$ cat config.mk
export PLATFORM = sky130hd
export DESIGN_NAME = fdivsqrtTop
export DESIGN_NICKNAME = d
export VERILOG_FILES = /design/src/common/fdivsqrtPkg.sv /design/src/hw/leadingZeroCount.sv /design/src/fdivsqrt/fdivsqrtPreproc.sv /design/src/fdivsqrt/fdivsqrtIter.sv /design/src/fdivsqrt/fdivsqrtPostproc.sv /design/src/hw/fdivsqrtApb.sv /design/src/hw/fdivsqrtTop.sv
export VERILOG_INCLUDE_DIRS = /design/src /design/src/common
export SDC_FILE = /design/constraint.sdc
export NUM_CORES = 1
export LEC_CHECK = 0
export CAP_MARGIN = 30
export CORE_MARGIN = 1
export CORE_UTILIZATION = 35
export DETAILED_ROUTE_END_ITERATION = 10
export DONT_BUFFER_PORTS = 1
export PLACE_DENSITY_LB_ADDON = 0.1
export SLEW_MARGIN = 20
export SYNTH_ARGS = -nofsm -noshare
export SYNTH_HDL_FRONTEND = slang
export SYNTH_HIERARCHICAL = 1
export SYNTH_SLANG_ARGS = --single-unit
$ cat constraint.sdc
create_clock -name clk -period 7.6 [get_ports clk]
set_clock_uncertainty 0.2 [all_clocks]
set_input_delay 1.52 -clock clk [delete_from_list [all_inputs] [get_ports clk]]
set_output_delay 1.52 -clock clk [all_outputs]
set_load 0.01 [all_outputs]
$ cat src/common/fdivsqrt_settings.svh
`ifndef FDIVSQRT_SETTINGS_SVH
`define FDIVSQRT_SETTINGS_SVH

// binary16 field widths
`define FDS_NE 5
`define FDS_NF 10

// single bias, no other formats
`define FDS_BIAS 15

// recurrence operand width
// hidden bit, fraction, one guard bit and one bit for the odd sqrt radicand
`define FDS_DIVB (`FDS_NF + 3)

// one result bit per cycle
// integer bit, fraction and one bit for the X below D case
`define FDS_DUR (`FDS_NF + 2)

// apb register offsets
`define FDS_ADDR_OPX    32'h0000_0000
`define FDS_ADDR_OPY    32'h0000_0004
`define FDS_ADDR_CTRL   32'h0000_0008
`define FDS_ADDR_STATUS 32'h0000_000C
`define FDS_ADDR_RESULT 32'h0000_0010

`endif

$ cat src/common/fdivsqrtPkg.sv
`default_nettype none

`include "fdivsqrt_settings.svh"

package fdivsqrtPkg;

  // plain field widths
  typedef logic [`FDS_NE-1:0] fdsExpT;
  typedef logic [`FDS_NF-1:0] fdsFracT;
  // significand including the hidden bit
  typedef logic [`FDS_NF:0] fdsSigT;
  // wide enough for a count of NF+1 on an all-zero significand
  typedef logic [$clog2(`FDS_NF+2)-1:0] fdsZeroCntT;
  // signed so negative intermediate exponents halve correctly
  typedef logic signed [`FDS_NE+1:0] fdsQeT;
  // remainder, two bits above the recurrence operand
  typedef logic [`FDS_DIVB+1:0] fdsRemT;

  // one binary16 word as it sits in the registers
  typedef struct packed {
    logic    sign;
    fdsExpT  exp;
    fdsFracT frac;
  } fdsOperandT;

  // everything the recurrence and the packer need, captured at start
  typedef struct packed {
    fdsQeT                qe;
    logic [`FDS_DIVB-1:0] x;
    logic [`FDS_DIVB-1:0] d;
    logic                 sqrt;
    logic                 sign;
    logic                 xZero;
  } fdsPreprocT;

  typedef struct packed {
    logic       done;
    fdsOperandT result;
  } fdsResultT;

  typedef enum logic [1:0] {
    iterIdle,
    iterBusy,
    iterDone
  } fdsIterStateT;

endpackage

`default_nettype wire

$ cat src/hw/leadingZeroCount.sv
`timescale 1ns/100ps
`default_nettype none

`include "fdivsqrt_settings.svh"

module leadingZeroCount #(
  parameter int width = `FDS_NF + 1
) (
  input  logic [width-1:0]             sig,
  output fdivsqrtPkg::fdsZeroCntT      cnt
);

  // priority scan from the lsb up
  // the highest set bit is the last one to write cnt
  always_comb begin
    cnt = fdivsqrtPkg::fdsZeroCntT'(width);
    for (int i = 0; i < width; i++) begin
      if (sig[i]) begin
        cnt = fdivsqrtPkg::fdsZeroCntT'(width - 1 - i);
      end
    end
  end

endmodule

`default_nettype wire

$ cat src/fdivsqrt/fdivsqrtPreproc.sv
`timescale 1ns/100ps
`default_nettype none

`include "fdivsqrt_settings.svh"

module fdivsqrtPreproc (
  input  logic                    clk,
  input  logic                    rstN,
  input  logic                    start,
  input  logic                    sqrt,
  input  fdivsqrtPkg::fdsOperandT opX,
  input  fdivsqrtPkg::fdsOperandT opY,
  output fdivsqrtPkg::fdsPreprocT pre
);

  fdivsqrtPkg::fdsExpT     xExp;
  fdivsqrtPkg::fdsExpT     yExp;
  fdivsqrtPkg::fdsSigT     xSig;
  fdivsqrtPkg::fdsSigT     ySig;
  fdivsqrtPkg::fdsSigT     xNorm;
  fdivsqrtPkg::fdsSigT     yNorm;
  fdivsqrtPkg::fdsZeroCntT xZeroCnt;
  fdivsqrtPkg::fdsZeroCntT yZeroCnt;
  fdivsqrtPkg::fdsQeT      qe;
  logic                    xZero;
  logic                    xExpOdd;
  logic [`FDS_DIVB-1:0]    xDiv;
  logic [`FDS_DIVB-1:0]    xSqrt;
  logic [`FDS_DIVB-1:0]    dNorm;

  ////////////////////
  // significands
  ////////////////////

  // subnormals have no hidden bit and behave as exponent 1
  assign xSig = {|opX.exp, opX.frac};
  assign ySig = {|opY.exp, opY.frac};
  assign xExp = (opX.exp == '0) ? fdivsqrtPkg::fdsExpT'(1) : opX.exp;
  assign yExp = (opY.exp == '0) ? fdivsqrtPkg::fdsExpT'(1) : opY.exp;
  assign xZero = (xSig == '0);

  leadingZeroCount #(.width(`FDS_NF + 1)) i_lzcX (.sig(xSig), .cnt(xZeroCnt));
  leadingZeroCount #(.width(`FDS_NF + 1)) i_lzcY (.sig(ySig), .cnt(yZeroCnt));

  // bring the leading one up to the hidden bit position
  assign xNorm = xSig << xZeroCnt;
  assign yNorm = ySig << yZeroCnt;

  ////////////////////
  // operand placement
  ////////////////////

  // bias is odd, so the unbiased exponent is odd when the biased one
  // minus the shift is even
  assign xExpOdd = ~(xExp[0] ^ xZeroCnt[0]);

  // divide keeps the leading one just below the top bit
  assign xDiv  = {1'b0, xNorm, 1'b0};
  assign dNorm = {yNorm, 2'b00};
  // odd exponent uses 2m so the halved exponent is exact
  assign xSqrt = xExpOdd ? {xNorm, 2'b00} : {1'b0, xNorm, 1'b0};

  expCalc i_expCalc (
    .sqrt     (sqrt),
    .xExp     (xExp),
    .yExp     (yExp),
    .xZero    (xZero),
    .xZeroCnt (xZeroCnt),
    .yZeroCnt (yZeroCnt),
    .qe       (qe)
  );

  // everything downstream works from this copy while the host rewrites operands
  always_ff @(posedge clk or negedge rstN) begin
    if (!rstN) begin
      pre <= '0;
    end else if (start) begin
      pre.qe    <= qe;
      pre.x     <= sqrt ? xSqrt : xDiv;
      pre.d     <= dNorm;
      pre.sqrt  <= sqrt;
      // root of a non-negative value is positive
      pre.sign  <= sqrt ? 1'b0 : (opX.sign ^ opY.sign);
      pre.xZero <= xZero;
    end
  end

endmodule

module expCalc (
  input  logic                    sqrt,
  input  fdivsqrtPkg::fdsExpT     xExp,
  input  fdivsqrtPkg::fdsExpT     yExp,
  input  logic                    xZero,
  input  fdivsqrtPkg::fdsZeroCntT xZeroCnt,
  input  fdivsqrtPkg::fdsZeroCntT yZeroCnt,
  output fdivsqrtPkg::fdsQeT      qe
);

  fdivsqrtPkg::fdsQeT bias;
  fdivsqrtPkg::fdsQeT xUnbiased;
  fdivsqrtPkg::fdsQeT sqrtExp;
  fdivsqrtPkg::fdsQeT divExp;

  assign bias = fdivsqrtPkg::fdsQeT'(`FDS_BIAS);

  // x exponent corrected for the normalization shift
  assign xUnbiased = fdivsqrtPkg::fdsQeT'(xExp) - fdivsqrtPkg::fdsQeT'(xZeroCnt) - bias;
  // arithmetic shift rounds odd exponents down, matching the 2m radicand
  assign sqrtExp = (xUnbiased >>> 1) + bias;

  assign divExp = xZero ? '0 :
                  fdivsqrtPkg::fdsQeT'(xExp) - fdivsqrtPkg::fdsQeT'(xZeroCnt)
                  - fdivsqrtPkg::fdsQeT'(yExp) + fdivsqrtPkg::fdsQeT'(yZeroCnt) + bias;

  assign qe = sqrt ? sqrtExp : divExp;

endmodule

`default_nettype wire

$ cat src/fdivsqrt/fdivsqrtIter.sv
`timescale 1ns/100ps
`default_nettype none

`include "fdivsqrt_settings.svh"

module fdivsqrtIter (
  input  logic                    clk,
  input  logic                    rstN,
  input  logic                    start,
  input  fdivsqrtPkg::fdsPreprocT pre,
  output logic [`FDS_DIVB-1:0]    quot,
  output logic                    remNonZero,
  output logic                    busy,
  output logic                    done
);

  localparam int cntW = $clog2(`FDS_DUR);

  fdivsqrtPkg::fdsIterStateT state;
  fdivsqrtPkg::fdsIterStateT stateNext;
  logic [cntW-1:0]           cnt;
  logic                      first;
  fdivsqrtPkg::fdsRemT       rem;
  fdivsqrtPkg::fdsRemT       remCur;
  fdivsqrtPkg::fdsRemT       remNext;
  fdivsqrtPkg::fdsRemT       divShift;
  fdivsqrtPkg::fdsRemT       sqShift;
  fdivsqrtPkg::fdsRemT       sqTrial;
  logic [`FDS_DIVB+2:0]      divDiff;
  logic [`FDS_DIVB+2:0]      sqDiff;
  logic [`FDS_DIVB-1:0]      rad;
  logic [`FDS_DIVB-1:0]      radCur;
  logic [`FDS_DIVB-1:0]      quotCur;
  logic [1:0]                radPair;
  logic                      qBit;

  ////////////////////
  // control
  ////////////////////

  always_comb begin
    stateNext = state;
    case (state)
      fdivsqrtPkg::iterIdle: begin
        if (start) stateNext = fdivsqrtPkg::iterBusy;
      end
      fdivsqrtPkg::iterBusy: begin
        if (cnt == cntW'(`FDS_DUR - 1)) stateNext = fdivsqrtPkg::iterDone;
      end
      fdivsqrtPkg::iterDone: begin
        stateNext = start ? fdivsqrtPkg::iterBusy : fdivsqrtPkg::iterIdle;
      end
      default: stateNext = fdivsqrtPkg::iterIdle;
    endcase
  end

  // cnt runs only while busy, so it is zero on the first step
  always_ff @(posedge clk or negedge rstN) begin
    if (!rstN) begin
      state <= fdivsqrtPkg::iterIdle;
      cnt   <= '0;
    end else begin
      state <= stateNext;
      if (state == fdivsqrtPkg::iterBusy) cnt <= cnt + 1'b1;
      else cnt <= '0;
    end
  end

  assign busy  = (state == fdivsqrtPkg::iterBusy);
  assign done  = (state == fdivsqrtPkg::iterDone);
  assign first = (cnt == '0);

  ////////////////////
  // recurrence step
  ////////////////////

  // preproc outputs settle at the start edge, so the first step reads them directly
  assign remCur  = first ? (pre.sqrt ? '0 : fdivsqrtPkg::fdsRemT'(pre.x)) : rem;
  assign quotCur = first ? '0 : quot;
  assign radCur  = first ? pre.x : rad;

  // divide, shift then trial subtract the divisor
  assign divShift = {remCur[`FDS_DIVB:0], 1'b0};
  assign divDiff  = {1'b0, divShift} - {3'b000, pre.d};

  // sqrt, bring down two radicand bits and subtract root with 01 appended
  // the partial root never exceeds DIVB-2 bits before the last step
  assign radPair = radCur[`FDS_DIVB-1 -: 2];
  assign sqShift = {remCur[`FDS_DIVB-1:0], radPair};
  assign sqTrial = {2'b00, quotCur[`FDS_DIVB-3:0], 2'b01};
  assign sqDiff  = {1'b0, sqShift} - {1'b0, sqTrial};

  // non-negative difference gives a one and keeps the difference
  assign qBit = pre.sqrt ? ~sqDiff[`FDS_DIVB+2] : ~divDiff[`FDS_DIVB+2];

  always_comb begin
    if (pre.sqrt) begin
      remNext = qBit ? sqDiff[`FDS_DIVB+1:0] : sqShift;
    end else begin
      remNext = qBit ? divDiff[`FDS_DIVB+1:0] : divShift;
    end
  end

  always_ff @(posedge clk) begin
    if (busy) begin
      rem  <= remNext;
      rad  <= radCur << 2;
      quot <= {quotCur[`FDS_DIVB-2:0], qBit};
    end
  end

  assign remNonZero = |rem;

endmodule

`default_nettype wire

$ cat src/fdivsqrt/fdivsqrtPostproc.sv
`timescale 1ns/100ps
`default_nettype none

`include "fdivsqrt_settings.svh"

module fdivsqrtPostproc (
  input  fdivsqrtPkg::fdsPreprocT pre,
  input  logic [`FDS_DIVB-1:0]    quot,
  input  logic                    done,
  output fdivsqrtPkg::fdsResultT  result
);

  logic                    leadOne;
  logic [`FDS_DIVB-1:0]    quotNorm;
  fdivsqrtPkg::fdsQeT      qeNorm;
  fdivsqrtPkg::fdsOperandT resWord;

  // integer bit of the result sits at DUR-1
  // only a divide with X below D leaves it clear
  assign leadOne = quot[`FDS_DUR-1];

  assign quotNorm = leadOne ? quot : quot << 1;
  assign qeNorm   = leadOne ? pre.qe : pre.qe - fdivsqrtPkg::fdsQeT'(1);

  ////////////////////
  // packing
  ////////////////////

  always_comb begin
    resWord.sign = pre.sign;
    // low bits only, the exponent range is kept by the host
    resWord.exp  = qeNorm[`FDS_NE-1:0];
    // fraction under the integer bit, guard bit dropped for round toward zero
    resWord.frac = quotNorm[`FDS_DUR-2 -: `FDS_NF];
    // zero in gives zero out, sign already cleared for sqrt
    if (pre.xZero) begin
      resWord.exp  = '0;
      resWord.frac = '0;
    end
  end

  assign result.done   = done;
  assign result.result = resWord;

endmodule

`default_nettype wire

$ cat src/hw/fdivsqrtApb.sv
`timescale 1ns/100ps
`default_nettype none

`include "fdivsqrt_settings.svh"

module fdivsqrtApb (
  input  logic                    clk,
  input  logic                    rstN,
  input  logic                    psel,
  input  logic                    penable,
  input  logic                    pwrite,
  input  logic [31:0]             paddr,
  input  logic [31:0]             pwdata,
  input  logic                    busy,
  input  fdivsqrtPkg::fdsResultT  result,
  output logic [31:0]             prdata,
  output logic                    pready,
  output logic                    pslverr,
  output logic                    start,
  output logic                    sqrt,
  output fdivsqrtPkg::fdsOperandT opX,
  output fdivsqrtPkg::fdsOperandT opY
);

  logic                    access;
  logic                    wrAccess;
  logic                    rdAccess;
  logic                    addrHit;
  logic                    ctrlWr;
  logic                    startReq;
  logic                    startReject;
  logic                    busyAny;
  logic                    doneReg;
  fdivsqrtPkg::fdsOperandT resultReg;

  assign access   = psel && penable;
  assign wrAccess = access && pwrite;
  assign rdAccess = access && !pwrite;

  // start is still in flight the cycle before iter goes busy
  assign busyAny = busy || start;

  ////////////////////
  // decode
  ////////////////////

  always_comb begin
    case (paddr)
      `FDS_ADDR_OPX,
      `FDS_ADDR_OPY,
      `FDS_ADDR_CTRL,
      `FDS_ADDR_STATUS,
      `FDS_ADDR_RESULT: addrHit = 1'b1;
      default:          addrHit = 1'b0;
    endcase
  end

  assign ctrlWr      = wrAccess && (paddr == `FDS_ADDR_CTRL);
  assign startReq    = ctrlWr && pwdata[0];
  assign startReject = startReq && busyAny;

  // no wait states
  assign pready  = 1'b1;
  assign pslverr = access && (!addrHit || startReject);

  ////////////////////
  // registers
  ////////////////////

  always_ff @(posedge clk or negedge rstN) begin
    if (!rstN) begin
      opX       <= '0;
      opY       <= '0;
      sqrt      <= 1'b0;
      start     <= 1'b0;
      doneReg   <= 1'b0;
      resultReg <= '0;
    end else begin
      // one cycle pulse after the access phase
      start <= startReq && !busyAny;
      if (wrAccess && (paddr == `FDS_ADDR_OPX)) opX <= pwdata[15:0];
      if (wrAccess && (paddr == `FDS_ADDR_OPY)) opY <= pwdata[15:0];
      // a rejected start leaves the whole control word untouched
      if (ctrlWr && !startReject) sqrt <= pwdata[1];
      if (start) begin
        doneReg <= 1'b0;
      end else if (result.done) begin
        doneReg <= 1'b1;
      end
      if (result.done) resultReg <= result.result;
    end
  end

  // read mux, quiet outside read access
  always_comb begin
    prdata = '0;
    if (rdAccess) begin
      case (paddr)
        `FDS_ADDR_OPX:    prdata = {16'h0000, opX};
        `FDS_ADDR_OPY:    prdata = {16'h0000, opY};
        `FDS_ADDR_CTRL:   prdata = {30'd0, sqrt, 1'b0};
        `FDS_ADDR_STATUS: prdata = {30'd0, doneReg, busyAny};
        `FDS_ADDR_RESULT: prdata = {16'h0000, resultReg};
        default:          prdata = '0;
      endcase
    end
  end

endmodule

`default_nettype wire

$ cat src/hw/fdivsqrtTop.sv
`timescale 1ns/100ps
`default_nettype none

`include "fdivsqrt_settings.svh"

module fdivsqrtTop (
  input  logic        clk,
  input  logic        rstN,
  input  logic        psel,
  input  logic        penable,
  input  logic        pwrite,
  input  logic [31:0] paddr,
  input  logic [31:0] pwdata,
  output logic [31:0] prdata,
  output logic        pready,
  output logic        pslverr
);

  logic                    start;
  logic                    sqrt;
  logic                    busy;
  logic                    done;
  logic [`FDS_DIVB-1:0]    quot;
  fdivsqrtPkg::fdsOperandT opX;
  fdivsqrtPkg::fdsOperandT opY;
  fdivsqrtPkg::fdsPreprocT pre;
  fdivsqrtPkg::fdsResultT  result;

  fdivsqrtApb i_fdivsqrtApb (
    .clk, .rstN, .psel, .penable, .pwrite, .paddr, .pwdata,
    .busy, .result, .prdata, .pready, .pslverr,
    .start, .sqrt, .opX, .opY
  );

  fdivsqrtPreproc i_fdivsqrtPreproc (
    .clk, .rstN, .start, .sqrt, .opX, .opY, .pre
  );

  // sticky remainder flag is not needed while results are truncated
  fdivsqrtIter i_fdivsqrtIter (
    .clk, .rstN, .start, .pre, .quot,
    .remNonZero (),
    .busy, .done
  );

  fdivsqrtPostproc i_fdivsqrtPostproc (
    .pre, .quot, .done, .result
  );

endmodule

`default_nettype wire

==> flow_summary_export.csv, run 1 <==
group,metric,value,unit
placement,dp.cells,1256,
worst_setup_path,reg2reg_from,"i_fdivsqrtApb/opX[11]",
cts,cts.hold.buffers_added,0,
cts,post_cts_buffers,0,
final_layout,drive_gt1_frac,0.177,
final_layout,fillers,2627,
timing,tns,0,ns
cts,root_buffer,"clkbuf_16",
cts,cts.sinks,125,
detailed_routing,dr.first_iter.drc_count,346,
final_layout,area_growth,8.47,%
global_routing,grt_pass1_wl,40000,um
detailed_routing,vias,6808,
detailed_routing,via_per_inst,5.28,
final_layout,final_nets,1053,
power,p_leak,4.51,nW
die,fp.coreArea,26400,um^2
worst_hold_path,hp-class,"flop to flop",
final_layout,antennaDiodeCount,0,
worst_setup_path,rr_endpoint,"i_fdivsqrtPreproc/pre[32]",
detailed_routing,drc,2,
logic_synthesis,syn_area_per_cell,9.85,um^2
timing,hold_viol_final,0,
worst_hold_path,whs_path_depth,1,
cts,h-tree-depth,4,
die,die_w,167,um
cts,cts_tree,"built",
global_routing,grt.overflow.total,0,
power,power_density,158,nW/um^2
global_routing,gr-usage-all-layers,0.186,
timing,clock.fmax,185,MHz
status,run_status,"finished with violations",
final_layout,layoutNonFillerInstCount,1289,
global_routing,grt_max_degree,89,
run,max_cap_violations,0,
detailed_routing,drtAntennaViolNets,0,
placement,place.gp.congestion,0.779,
timing,finalSetupViolations,0,
final_layout,final_core_util,0.390,
cts,clockBufferDepth,2,
cts,cts_made_buffers,17,
power,internal-power,0.00127,W
timing,drv_slew,0,
global_routing,grt_pass1_vias,6816,
die,initial_core_util,0.360,
die,die_h,167,um
die,io_pins,103,
logic_synthesis,yosys_warnings,6,
worst_hold_path,min_to,"i_fdivsqrtIter/cnt[0]",
worst_setup_path,worstPathRequired,7.71,ns
worst_setup_path,cp-end-kind,"flop",
detailed_routing,detail_route.wl_per_cell,19.3,um
power,switching_share,0.216,
status,violations,"design-rule violations",
global_routing,antenna_found_initial,0,
timing,rsz0062_at_grt,"false",
final_layout,multi_input_area,5570,um^2
timing,fin_crit_sh,0.711,
power,netSwitchingPower,0.000352,W
worst_setup_path,path_max_fanout,9,
worst_setup_path,r2r_cells,16,
die,die-area,27800,um^2
placement,hpwl,18300,um
worst_hold_path,hold_path.startpoint,"i_fdivsqrtIter/cnt[0]",
cts,clk_pin_slew,0.07,ns
detailed_routing,firstDrtPassIters,8,
placement,portBuffers,0,
worst_setup_path,crit_arrival,5.51,ns
logic_synthesis,syn_area,9480,um^2
power,power.share.sequential,0.426,
power,p_comb_frac,0.032,
cts,clk_latency,0.43,ns
worst_setup_path,rrSetupSlack,2.20,ns
timing,layout_min_cycle_time,5.40,ns
final_layout,register_area,3310,um^2
logic_synthesis,syn_inst,963,
timing,slew_headroom,0.391,
power,p_clk_frac,0.542,
worst_setup_path,path_class,"flop to flop",
worst_setup_path,critPathLaunchType,"flop",
detailed_routing,drt_wl_total,24900,um
die,num_rows,59,
final_layout,final_common_cell,"nand2_1",
cts,cts-resized-gates,0,
final_layout,layout_common_cells,"nand2_1, dfrtp_1, nor2_1, inv_1, o21ai_0",
timing,tightest_slew,0.891,ns
power,peakVddDrop,0.105,mV
## cell type report
class | count | share of cell area
Multi-Input combinational cell | 716 | 0.541
Sequential cell | 125 | 0.322
Clock buffer | 24 | 0.0519
Tap cell | 335 | 0.0407
Inverter | 67 | 0.0244
Timing Repair Buffer | 14 | 0.00997
Clock inverter | 8 | 0.00973
## flip-flops by register name, summed over array words and instances, names as in the netlist
signal / flops
i_fdivsqrtApb/start: 1
i_fdivsqrtApb/sqrt: 1
i_fdivsqrtIter/rem: 14
i_fdivsqrtApb/opY: 16
i_fdivsqrtIter/rad: 11
i_fdivsqrtIter/quot: 12
i_fdivsqrtIter/state: 2
i_fdivsqrtApb/resultReg: 16
i_fdivsqrtApb/opX: 16
i_fdivsqrtPreproc/pre: 31
i_fdivsqrtIter/cnt: 4
i_fdivsqrtApb/doneReg: 1
## layer usage
metal  vias up  global-route usage  wire length (um)
met2       115               0.292             11300
met4         0              0.0475               229
li1       3355                   -                 -
met3        14              0.0321               837
met1      3324               0.264             12500
met5         -                   0                 0
## per-stage QoR
step / power (W) / hold WS (ns) / worst slack (ns) / instance area [um^2]
after floorplan: 0.000760 / 0.253 / 2.80 / 9550
after global placement: 0.000757 / 0.275 / 2.15 / 9650
after detailed placement: 0.000756 / 0.273 / 2.15 / 9650
after CTS: 0.00165 / 0.288 / 2.12 / 10300
after global routing: 0.00168 / 0.313 / 1.86 / 10300
final: 0.00163 / 0.289 / 2.20 / 10300
## worst max-delay path, stage by stage, from the launching register on
cell and delay, ns:
dfrtp_1 0.47, nor4_2 0.64, nand2b_1 0.26, nor2_1 0.21
nand2_1 0.07, a21oi_1 0.65, inv_1 0.22, ha_1 0.45
and3b_4 0.25, or3_4 0.40, nand2_8 0.11, fa_1 0.40
inv_1 0.07, ha_1 0.25, xor2_1 0.15, a32o_1 0.23
mux2_2 0.26
## power by group through the flow
stage / registers, W / clock network (W) / logic [W]
after global routing: 0.000692 / 0.000929 / 0.0000576
after CTS: 0.000692 / 0.000904 / 0.0000518
after floorplan: 0.000705 / 0 / 0.0000554
after global placement: 0.000705 / 0 / 0.0000517
after detailed placement: 0.000705 / 0 / 0.0000513
final: 0.000692 / 0.000882 / 0.0000522
## how the worst max path moves through the flow
stage,from,endpoint,slack [ns],depth (start not counted)
after floorplan,paddr[2],prdata[0],2.80,5
after global routing,i_fdivsqrtApb/opX[11],i_fdivsqrtPreproc/pre[33],1.86,18
final,i_fdivsqrtApb/opX[11],i_fdivsqrtPreproc/pre[32],2.20,16
after CTS,i_fdivsqrtApb/opX[11],i_fdivsqrtPreproc/pre[32],2.12,16
after global placement,i_fdivsqrtApb/opX[11],i_fdivsqrtPreproc/pre[33],2.15,18
after detailed placement,i_fdivsqrtApb/opX[11],i_fdivsqrtPreproc/pre[32],2.15,16
No activity file was read; power rests on OpenSTA's default activity.
==> run 2: changes to the inputs <==
Settings changed: ABC_AREA set to 1.
Clock period 7.6 ns to 4.85 ns, I/O delays scaled along.
==> flow_summary_export.csv, run 2 <==
group,metric,value,unit
cts,clk_pin_slew,0.06,ns
timing,tns,0,ns
global_routing,grt_max_degree,89,
worst_hold_path,hp-class,"input port to asynchronous set/reset pin",
detailed_routing,via_per_inst,4.82,
timing,hold_slack,0.0458,ns
final_layout,area_growth,7.76,%
cts,h-tree-depth,4,
worst_setup_path,critPathLaunchType,"flop",
placement,hpwl,21900,um
die,initial_core_util,0.361,
global_routing,antenna_found_initial,0,
cts,clockBufferDepth,2,
timing,hold_viol_final,0,
detailed_routing,drc,0,
timing,tightest_slew,0.735,ns
logic_synthesis,yosys_warnings,6,
die,num_rows,61,
final_layout,layoutNonFillerInstCount,1878,
final_layout,layout_common_cells,"nand2_1, nor2_1, inv_1, nand3_1, dfrtp_1",
final_layout,top_register,"i_fdivsqrtPreproc/pre",
cts,cts.hold.buffers_added,0,
logic_synthesis,syn_area,10100,um^2
detailed_routing,dr.first_iter.drc_count,560,
detailed_routing,drtAntennaViolNets,0,
placement,place.gp.congestion,0.840,
timing,fin_crit_sh,0.877,
cts,cts_made_buffers,17,
detailed_routing,firstDrtPassIters,5,
placement,portBuffers,0,
worst_setup_path,crit_arrival,4.40,ns
power,p_leak,5.72,nW
final_layout,finish.instance_area,10900,um^2
die,fp.coreArea,28100,um^2
cts,cts_tree,"built",
cts,cts.sinks,125,
global_routing,grt_pass1_vias,8516,
die,die_w,172,um
final_layout,largest_reg_flops,31,
timing,slew_headroom,0.509,
run,max_cap_violations,0,
power,peakVddDrop,0.163,mV
detailed_routing,vias,9047,
logic_synthesis,syn_inst,1501,
placement,dp.cells,1846,
worst_setup_path,worstPathRequired,5.00,ns
die,die-area,29600,um^2
cts,cts-resized-gates,0,
worst_setup_path,path_class,"flop to flop",
global_routing,grt_pass1_wl,46400,um
logic_synthesis,syn_area_per_cell,6.75,um^2
status,run_status,"complete, no violations",
worst_setup_path,path_max_fanout,6,
cts,post_cts_buffers,0,
timing,finalSetupViolations,0,
final_layout,final_core_util,0.389,
detailed_routing,drt_wl_total,28700,um
die,die_h,172,um
placement,place_area,10300,um^2
final_layout,final_nets,1599,
final_layout,drive_gt1_frac,0.105,
worst_setup_path,cp-end-kind,"flop",
power,power_density,223,nW/um^2
timing,clock.fmax,235,MHz
global_routing,grt.overflow.total,0,
final_layout,final_common_cell,"nand2_1",
timing,drv_slew,0,
global_routing,gr-usage-all-layers,0.205,
timing,layout_min_cycle_time,4.25,ns
cts,clk_latency,0.42,ns
timing,rsz0062_at_grt,"false",
cts,root_buffer,"clkbuf_16",
final_layout,antennaDiodeCount,0,
die,io_pins,103,
detailed_routing,detail_route.wl_per_cell,15.3,um
==> run 2: final cells by class <==
class,count,area (um^2)
clock inverters,8,92.6
flip-flops and latches,125,3310
repair buffers,21,165
fillers,3131,17200
multi-input cells,1147,5710
clock buffers,24,472
inverters,175,687
well taps,378,473
==> run 2: report_power, final <==
group / switching, W / internal (W) / total [W]
sequential: 0.00000000000216 / 0.00109 / 0.00109
clock: 0.000473 / 0.000779 / 0.00125
combinational: 0.0000672 / 0.0000328 / 0.000100
total: 0.000541 / 0.00190 / 0.00244
==> run 2: metal layers <==
| layer | wire (um) | up-vias | global-route usage | part of all wire |
|---|---|---|---|---|
| met4 | 552 | 0 | 0.0593 | 0.019 |
| met3 | 1090 | 24 | 0.0339 | 0.038 |
| met5 | 0 | - | 0 | 0 |
| met1 | 14300 | 4151 | 0.291 | 0.50 |
| li1 | - | 4679 | - | - |
| met2 | 12700 | 193 | 0.317 | 0.44 |
==> run 2: through the flow <==
step / worst slack (ns) / power (W)
after floorplan: 0.970 / 0.00120
after global placement: 0.664 / 0.00120
after detailed placement: 0.654 / 0.00120
after CTS: 0.609 / 0.00247
after global routing: 0.252 / 0.00253
final: 0.599 / 0.00244
==> run 2: final timing paths <==
kind                       depth (start not counted)                      start  slack, ns                        end
setup / recovery                                  25      i_fdivsqrtApb/opX[11]       0.60  i_fdivsqrtPreproc/pre[33]
hold / removal                                     0                       rstN       0.05       i_fdivsqrtApb/opY[2]
setup reg to reg                                  25      i_fdivsqrtApb/opX[11]       0.60  i_fdivsqrtPreproc/pre[33]
hold reg to reg                                    2  i_fdivsqrtPreproc/pre[17]       0.28  i_fdivsqrtPreproc/pre[17]
max in group asynchronous                          0                       rstN       4.25      i_fdivsqrtIter/cnt[2]
min in group clk                                   2  i_fdivsqrtPreproc/pre[17]       0.28  i_fdivsqrtPreproc/pre[17]
==> run 2: worst max-delay path, cell delays in order, from the launching register on <==
cell and delay, ns:
dfrtp_1 0.45, nor2_1 0.15, nand3_2 0.21, nor2_1 0.18, nand2_1 0.09, a31oi_1 0.15
buf_4 0.18, inv_1 0.08, ha_1 0.40, nand3_1 0.17, nand2_2 0.13, nand2_1 0.07
nand2_1 0.11, inv_1 0.07, fa_1 0.47, inv_1 0.04, ha_1 0.33, nand2_1 0.08
nand2_1 0.04, a31oi_1 0.17, nor2_1 0.06, nor2_1 0.08, nand2_1 0.06, nand2_1 0.06
nand2_1 0.05, nand2_1 0.08
